[src/verilog/cpuDefinesPkg.sv]
package cpuDefinesPkg;

    // first fetch after reset comes from the boot rom
    localparam logic [31:0] resetPc = 32'hbfc0_0000;

    typedef struct packed {
        logic [5:0]  opcode;
        logic [25:0] target;    // word index inside the 256 MB region
    } jTypeT;

    typedef struct packed {
        logic [5:0]  opcode;
        logic [4:0]  rs;
        logic [4:0]  rt;
        logic [15:0] imm;       // branch offset in words
    } iTypeT;

    // one instruction word, two decodings
    typedef union packed {
        jTypeT jType;
        iTypeT iType;
    } instrWordT;

    // redirect kind resolved in execute
    typedef enum logic [1:0] {
        brNone = 2'd0,
        brCond = 2'd1,          // beq, bne, bgez and friends
        brReg  = 2'd2           // jr, jalr
    } branchTypeT;

    // exception entry request from mem, codes 4..7 reserved
    typedef enum logic [2:0] {
        exNone    = 3'd0,
        exEret    = 3'd1,
        exVector  = 3'd2,
        exRefetch = 3'd3
    } exEntrySelT;

    // next pc source, same order as the eight-way mux
    typedef enum logic [2:0] {
        srcSeq     = 3'd0,
        srcJump    = 3'd1,
        srcEpc     = 3'd2,
        srcVector  = 3'd3,
        srcBranch  = 3'd4,
        srcReg     = 3'd5,
        srcRefetch = 3'd6
    } pcSourceT;

    typedef struct packed {
        logic addrError;        // pc not word aligned
        logic tlbRefill;        // tlb sits outside, held low
    } fetchExceptT;

endpackage

[src/verilog/fetchBusPkg.sv]
package fetchBusPkg;

    // icache address split, 4 KB per way
    localparam int cacheTagBits    = 20;
    localparam int cacheIndexBits  = 8;
    localparam int cacheOffsetBits = 32 - cacheTagBits - cacheIndexBits;

    // request to the instruction cache
    // tag is physical, index and offset come straight from the virtual pc
    // since they sit below the page boundary
    typedef struct packed {
        logic [cacheTagBits-1:0]    tag;
        logic [cacheIndexBits-1:0]  index;
        logic [cacheOffsetBits-1:0] offset;
        logic                       isCached;
    } fetchReqT;

endpackage

[src/verilog/pcSelect.sv]
`timescale 1ns/100ps

module pcSelect (
    input  logic                     clk,         // assertions only
    input  logic                     reset,       // assertions only
    input  cpuDefinesPkg::exEntrySelT exEntrySel,
    input  logic                     branchFlush,
    input  cpuDefinesPkg::branchTypeT branchType,
    input  logic                     immeJump,
    output cpuDefinesPkg::pcSourceT   pcSource
);

    import cpuDefinesPkg::*;

    // exceptions beat branches, branches beat decode jumps
    always_comb begin
        case (exEntrySel)
            exEret:    pcSource = srcEpc;
            exVector:  pcSource = srcVector;
            exRefetch: pcSource = srcRefetch;
            default: begin
                if (branchFlush && branchType == brReg) begin
                    pcSource = srcReg;
                end else if (branchFlush && branchType == brCond) begin
                    pcSource = srcBranch;
                end else if (immeJump) begin
                    pcSource = srcJump;  // older branch in exe already lost
                end else begin
                    pcSource = srcSeq;
                end
            end
        endcase
    end

    // mem stage must never send a reserved entry code
    entryCodeLegal: assert property (@(posedge clk) disable iff (reset)
        exEntrySel inside {exNone, exEret, exVector, exRefetch})
        else $error("reserved exception entry code %0d", exEntrySel);

    // a flush from execute always names what kind of redirect it is
    flushHasType: assert property (@(posedge clk) disable iff (reset)
        branchFlush |-> branchType != brNone)
        else $error("branch flush raised with no branch type");

endmodule

[src/verilog/targetCompute.sv]
`timescale 1ns/100ps

module targetCompute (
    input  logic [31:0]              pc,
    input  logic [31:0]              idPc,
    input  cpuDefinesPkg::instrWordT idInstr,
    input  logic [31:0]              exePc,
    input  cpuDefinesPkg::instrWordT exeInstr,
    output logic [31:0]              seqPc,
    output logic [31:0]              jumpPc,
    output logic [31:0]              branchPc
);

    logic [31:0] idPcPlus4;      // delay slot address of the jump
    logic [31:0] branchOffset;

    assign seqPc = pc + 32'd4;

    // j / jal stay inside the region of the delay slot
    assign idPcPlus4 = idPc + 32'd4;
    assign jumpPc    = {idPcPlus4[31:28], idInstr.jType.target, 2'b00};

    // imm is in words, sign extend then scale
    assign branchOffset = {{14{exeInstr.iType.imm[15]}}, exeInstr.iType.imm, 2'b00};
    assign branchPc     = exePc + 32'd4 + branchOffset;

endmodule

[src/verilog/pcRegister.sv]
`timescale 1ns/100ps

module pcRegister (
    input  logic                      clk,
    input  logic                      reset,
    input  logic                      pcWrite,     // low while the hazard unit stalls
    input  cpuDefinesPkg::pcSourceT    pcSource,
    input  logic [31:0]               seqPc,
    input  logic [31:0]               jumpPc,
    input  logic [31:0]               branchPc,
    input  logic [31:0]               busA,        // jr target
    input  logic [31:0]               epc,
    input  logic [31:0]               exceptionVector,
    input  logic [31:0]               memPc,
    input  logic [31:0]               physAddr,
    input  logic                      isCached,
    output logic [31:0]               pc,
    output fetchBusPkg::fetchReqT      fetchReq,
    output cpuDefinesPkg::fetchExceptT fetchExcept
);

    import cpuDefinesPkg::*;
    import fetchBusPkg::*;

    logic [31:0] nextPc;

    always_comb begin
        case (pcSource)
            srcJump:    nextPc = jumpPc;
            srcEpc:     nextPc = epc;
            srcVector:  nextPc = exceptionVector;
            srcBranch:  nextPc = branchPc;
            srcReg:     nextPc = busA;
            srcRefetch: nextPc = memPc;   // replay the instruction in mem
            default:    nextPc = seqPc;
        endcase
    end

    always_ff @(posedge clk) begin
        if (reset) begin
            pc <= resetPc;
        end else if (pcWrite) begin
            pc <= nextPc;
        end
    end

    // tag from the tlb, index and offset from the untranslated low bits
    assign fetchReq.tag      = physAddr[31 -: cacheTagBits];
    assign fetchReq.index    = pc[cacheOffsetBits +: cacheIndexBits];
    assign fetchReq.offset   = pc[cacheOffsetBits-1:0];
    assign fetchReq.isCached = isCached;

    assign fetchExcept.addrError = pc[1:0] != 2'b00;
    assign fetchExcept.tlbRefill = 1'b0;

    // a stall freezes the pc whatever the redirect inputs do
    pcHoldsOnStall: assert property (@(posedge clk) disable iff (reset)
        !pcWrite |=> $stable(pc))
        else $error("pc moved during a stall");

    // only a register jump or an exception address can misalign the pc
    arithTargetAligned: assert property (@(posedge clk) disable iff (reset)
        (pcWrite && pc[1:0] == 2'b00 && pcSource inside {srcSeq, srcJump, srcBranch})
        |=> pc[1:0] == 2'b00)
        else $error("arithmetic target left word alignment");

endmodule

[src/verilog/preFetchTop.sv]
`timescale 1ns/100ps

module preFetchTop (
    input  logic                       clk,
    input  logic                       reset,
    input  logic                       pcWrite,
    // from mem
    input  cpuDefinesPkg::exEntrySelT  exEntrySel,
    input  logic [31:0]                epc,
    input  logic [31:0]                exceptionVector,
    input  logic [31:0]                memPc,
    // from execute
    input  logic                       branchFlush,
    input  cpuDefinesPkg::branchTypeT  branchType,
    input  logic [31:0]                exePc,
    input  cpuDefinesPkg::instrWordT   exeInstr,
    input  logic [31:0]                busA,
    // from decode
    input  logic                       immeJump,
    input  logic [31:0]                idPc,
    input  cpuDefinesPkg::instrWordT   idInstr,
    input  logic [31:0]                physAddr,    // from the tlb
    input  logic                       isCached,
    output logic [31:0]                pc,          // also the virtual address for the tlb
    output fetchBusPkg::fetchReqT       fetchReq,
    output cpuDefinesPkg::fetchExceptT  fetchExcept
);

    import cpuDefinesPkg::*;

    pcSourceT    pcSource;
    logic [31:0] seqPc;
    logic [31:0] jumpPc;
    logic [31:0] branchPc;

    pcSelect selectI (
        .clk         (clk),
        .reset       (reset),
        .exEntrySel  (exEntrySel),
        .branchFlush (branchFlush),
        .branchType  (branchType),
        .immeJump    (immeJump),
        .pcSource    (pcSource)
    );

    targetCompute targetI (
        .pc       (pc),
        .idPc     (idPc),
        .idInstr  (idInstr),
        .exePc    (exePc),
        .exeInstr (exeInstr),
        .seqPc    (seqPc),
        .jumpPc   (jumpPc),
        .branchPc (branchPc)
    );

    pcRegister registerI (
        .clk             (clk),
        .reset           (reset),
        .pcWrite         (pcWrite),
        .pcSource        (pcSource),
        .seqPc           (seqPc),
        .jumpPc          (jumpPc),
        .branchPc        (branchPc),
        .busA            (busA),
        .epc             (epc),
        .exceptionVector (exceptionVector),
        .memPc           (memPc),
        .physAddr        (physAddr),
        .isCached        (isCached),
        .pc              (pc),
        .fetchReq        (fetchReq),
        .fetchExcept     (fetchExcept)
    );

endmodule

[config.mk]
export PLATFORM = sky130hd
export DESIGN_NAME = preFetchTop
export DESIGN_NICKNAME = d
export VERILOG_FILES = /design/src/verilog/cpuDefinesPkg.sv /design/src/verilog/fetchBusPkg.sv /design/src/verilog/pcSelect.sv /design/src/verilog/targetCompute.sv /design/src/verilog/pcRegister.sv /design/src/verilog/preFetchTop.sv
export SDC_FILE = /design/constraint.sdc
export NUM_CORES = 1
export LEC_CHECK = 0
export BUFFER_PORTS_ARGS = -buffer_cell sky130_fd_sc_hd__buf_2
export CORE_AREA = 2 2 144 146
export DETAILED_ROUTE_END_ITERATION = 16
export DIE_AREA = 0 0 146 148
export PLACE_DENSITY = 0.64
export REMOVE_ABC_BUFFERS = 1
export SYNTH_ARGS = -nofsm -noshare
export SYNTH_HDL_FRONTEND = slang
export SYNTH_SLANG_ARGS = --single-unit
[constraint.sdc]
create_clock -name clk -period 3.4 [get_ports clk]
set_input_delay 0.34 -clock clk [delete_from_list [all_inputs] [get_ports clk]]
set_output_delay 0.34 -clock clk [all_outputs]
set_load 0.02 [all_outputs]
[Yosys cells after proc, flatten, opt, wreduce, memory -nomap -nowiden]
Index checks and enable logic that the tools add are counted.
Operators by class
  $add $sub $neg: 4
  equality and inequality tests: 11
  mux-type cells: 5
  reductions and logical operators: 3
Operators with widths (count)
  32-bit one-hot mux with 6 select lines: 1
  32-bit by 3-bit adder with 32-bit output, second input constant: 3
  32-bit adder: 1
  3-bit by 2-bit equality test with 1-bit output, second input constant: 4
  3-bit equality test, second input constant: 3
  3-bit one-hot mux with 3 select lines: 1
  3-bit by 1-bit equality test with 1-bit output, second input constant: 2
  3-bit 2-to-1 mux: 2
  2-bit by 1-bit equality test with 1-bit output, second input constant: 1
  2-bit equality test, second input constant: 1
  1-bit logical AND: 2
  2-bit nonzero test: 1
  1-bit 2-to-1 mux: 1
Word-level totals
  flip-flop bits (word level): 32
  input port bits: 299
  logic and storage cells: 24

[Depth between registers and ports, before layout]
  depth after elaboration: 7
  gate-level depth with buffers: 14

[Cells and area by module]
A second synthesis with hierarchy kept.
Second synthesis, totals
  cells, all modules: 865
  area total of the unflattened synthesis: 6526.3 µm²
By module, submodules not included
  pcRegister: times used 1, cells each 457, area an instance 3538.4 µm², sequential area each 640.6 µm²
  targetCompute: times used 1, cells each 396, area an instance 2921.6 µm², sequential area each 0.0 µm²
  pcSelect: times used 1, cells each 12, area an instance 66.3 µm², sequential area each 0.0 µm²

[Least setup slack after synthesis]
Ideal clock, no wire load.
  path kind: in2reg
  start: input exePc[3]
  end: register registerI.pc[29]
  library setup time: 137 ps
  arrival: 2851 ps
  required time: 3263 ps
  slack: 412 ps
  stages on the path: 12
  path buffers: 0
  cell sequence: ha_1 -> ha_1 -> fa_1 -> a211oi_1 -> o21ai_2 -> a221oi_2 -> a21o_1 -> nand2_1 -> a21o_1 -> a21oi_2 -> mux2i_1 -> o221ai_1
Between the ends
  longest elaborated chain between the ends: 3
Ends and longest elaborated chain
  start: declaration: RTL line preFetchTop.sv:15  | input logic [31:0] exePc,
  32-bit by 3-bit adder with 32-bit output: RTL line targetCompute.sv:25  | assign branchPc = exePc + 32'd4 + branchOffset;
  32-bit adder: RTL line targetCompute.sv:25
  32-bit one-hot mux with 6 select lines: RTL line pcRegister.sv:28  | case (pcSource)
  end signal: assignment: RTL line pcRegister.sv:41  | pc <= resetPc;
  end signal: assignment: RTL line pcRegister.sv:43  | pc <= nextPc;
  end: declaration: RTL line pcRegister.sv:17  | output logic [31:0] pc,
No other way between the ends.
A chain may end at the register's enable or synchronous reset.

[Worst setup path in the final report]
  start: input exePc[2]
  end: register registerI.pc[29]
Same word-level chain as after synthesis.

==> key figures <==
Floorplan
  • Core area: 0.0200 mm2
  • Die Height: 148 um
  • DIE WIDTH: approximately 150 um
  • Die area: 0.0216 mm2
  • Starting Density: about a quarter
  • # rows: 52
  • Number of top-level pins: 366

Power
  • Power, Total: 1.93 mW
  • Static Leakage: 3.22 nW
  • Peak VDD IR: ~0.00017 V
  • PwrDens: 277 mW/mm2

Synth
  • Top cells by area, synth: ha_1, dfxtp_1, mux2_2
  • Post-synthesis sequential area ratio: between 10% and 20%
  • #FFs+latches synth: 32
  • Largest family of logic cells by synthesized area: compound AO/OA/AOI/OAI gates
  • Synth top area share: 13.8%
  • Synth Area in Simple Gates: 18.3%
  • Yosys top cell by area: ha_1
  • Most used DFF post-synth: dfxtp_1
  • Synth Area per Inst: 7.40 um2
  • Synth Instances: between 700 and 800
  • Library cells used by synthesis: 61
  • Adder-cell share of the synthesized area: 14.2%
  • Synth Area in Compound Gates: 33.3%
  • Synth Area in XOR/XNOR: 5.49%
  • Post-Syn Area: 0.00527 mm2
  • Number of flops mapped to enable cells by yosys: 0
  • Async S/R FF share, synth: 0%
  • Multiplexer area fraction after synthesis: 7.22%
  • Synthesis Warnings: 0

Timing
  • Final setup viols: 0
  • Fin. max-slew vios: 0
  • Clock Skew: 7.84 ps
  • Post-route clock period utilization: about nine tenths
  • Slew headroom: 57.9%
  • Final Hold Fails: 0
  • Setup TNS: 0 ps
  • Tmin final: 3130 ps
  • RSZ-0062 raised after global routing: false
  • Max Fclk: approximately 320 MHz
  • Pin slew with the least headroom to its limit: approximately 630 ps

Worst setup path
  • CP cell instances: buf_2 > inv_1 > ha_1 > inv_1 > ha_1 > fa_1 > a211oi_1 > buf_4 > o21ai_2 > a221oi_2 > buf_4 > a21o_1 > nand2_1 > a21o_1 > a21oi_2 > mux2i_1 > o221ai_1
  • R2R Path Start: registerI.pc[9]
  • Slowest CP cell: fa_1
  • Setup crit start kind: primary input
  • Crit path largest cell delay: 400 ps
  • Cell family contributing the most delay on the critical path: compound AO/OA/AOI/OAI gates
  • WS Path Type: primary input to flop
  • Reg2Reg Capture Point: registerI.pc[30]
  • CP endpoint kind: flop
  • Crit path max fanout: 4
  • R2R depth: 9
  • R2r setup slk: 690 ps
  • CP required: about 3500 ps
  • CP arrival: roughly 3300 ps
  • Buf/Inv on CP: 5

Route
  • DR iter-0 viols: 378
  • Vias/cell: 5.35
  • WL/cell: 21.1 um
  • Drt total wl: 25800 um
  • Via Count: 6529
  • DRT Pass-1 Iters: 8
  • Final ANT Viol Nets: 0
  • DRC viols: 0

Clocking
  • Clock sink count: 32
  • Skew-Pair Late Insertion Delay: 280 ps
  • Total CTS buffers: 5
  • CTS max path bufs: 2
  • PostCTS Resize Cnt: 0
  • Hold_buf cts: 0
  • Root Buffer Master: clkbuf_16
  • CTS H-tree lvls: 2
  • Post-CTS Setup Inserts: 0
  • Worst-path clk slew: 60 ps
  • CTS tree: yes

Global routing
  • Global-route wire length before repair: approximately 37000 um
  • Global-route usage over all layers: between 20 and 25%
  • Pin count of the biggest net entering global routing: 34
  • GRT Residual Overflow: 0
  • Initial antenna violation count: 4
  • Vias in the first global route: roughly 6100

Job
  • Max cap viols: 0

Layout
  • Ratio of cells with drive above 1 in the final layout: 38.5%
  • Commonest non-fill, non-tap cell in the layout: buf_2
  • Layout area overhead: 31.9%
  • Biggest regs: registerI.pc x32
  • Commonest non-fill, non-tap cells in the layout: buf_2, a21oi_1, nand2_1
  • Largest Register: registerI.pc
  • Max reg flops: 32
  • Nets@finish: 1307

Placed design
  • I/O Buffers: between 200 and 300
  • Gpl congestion: about 0.88
  • Detailed placer's ending HPWL: 21800 um

Hold path
  • End of the worst hold path: registerI.pc[22]
  • Hold Path Origin: idInstr[20]
  • Hold Crit Class: primary input to flop
  • WHS Path Cells: 3

Outcome
  • Status: finished, final reports clean
==> where the power goes <==
group	switching [mW]	internal (mW)	total (mW)
Sequential	0.0481	0.409	0.457
Combinational	0.572	0.455	1.03
Clock	0.175	0.266	0.441
==> worst min-delay path, stage by stage <==
cell and delay [ps]:
buf_2 80, a221oi_1 70, a21oi_1 130
==> cell type report <==
cell class	instances	area [um2]
diodes	2	5.00
well taps	270	338
multi-input cells	589	4160
repair buffers	309	1630
inverters	12	45.0
flip-flops and latches	32	641
fillers	2178	13100
clock inverters	2	12.5
clock buffers	5	125
==> through the flow <==
| stage | hold WS (ps) | utilization, % | std cells | setup slack (ps) | area [um2] |
|---|---|---|---|---|---|
| 2_1_floorplan | 409 | - | 633 | 253 | 4820 |
| 3_3_place_gp | 509 | 34.0 | 1212 | 56.8 | 6810 |
| 3_5_place_dp | 521 | 34.0 | 1212 | 38.9 | 6810 |
| 4_1_cts | 383 | 34.7 | 1219 | 302 | 6950 |
| 5_1_grt | 396 | 34.7 | 1220 | 33.1 | 6950 |
| 6_report | 385 | 34.7 | 1221 | 273 | 6950 |
==> worst max-delay path by stage <==
| stage | start | end | slack, ps | cells past startpoint |
|---|---|---|---|---|
| detailed placement | exePc[2] | registerI.pc[29] | 40 | 17 |
| global route | exeInstr[0] | registerI.pc[29] | 30 | 17 |
| CTS | exePc[2] | registerI.pc[29] | 300 | 17 |
| finish | exePc[2] | registerI.pc[29] | 270 | 17 |
| floorplan | exEntrySel[0] | registerI.pc[20] | 250 | 7 |
| global placement | exePc[2] | registerI.pc[29] | 60 | 17 |
==> cells by family (layout without fill, tap and decap cells) <==
family / Yosys count / in the layout
other cells: 1 / 3
compound gates: 260 / 260
fa+ha+maj: 59 / 59
mux: 34 / 34
flops: 32 / 32
simple gates: 202 / 202
xor+xnor: 33 / 33
buf+inv: 91 / 328
==> layer usage <==
layer,GRT usage [%],routed length (um),vias up,share of wire (%)
li1,-,-,3155,-
met1,24.0,9370,3028,36
met2,41.0,12900,320,50
met3,10.2,3060,22,12
met4,4.81,386,4,1.5
met5,0,30,-,0.12
==> cells in the mapped netlist (all sizes together), types with 5 or more instances <==
library cell  count
nor2             51
nand3b            5
buf              43
a22oi            35
xor2             15
nor4              5
nand2            59
inv              12
o21bai            5
a21oi            63
clkbuf           36
a21o             16
xnor2            18
nand3            25
o21ai            55
a221oi           27
nor3             16
mux2             32
o211ai           10
ha               58
a31oi             6
dfxtp            32
a211oi           13
nand4            18
No activity file was read; power rests on OpenSTA's default activity.
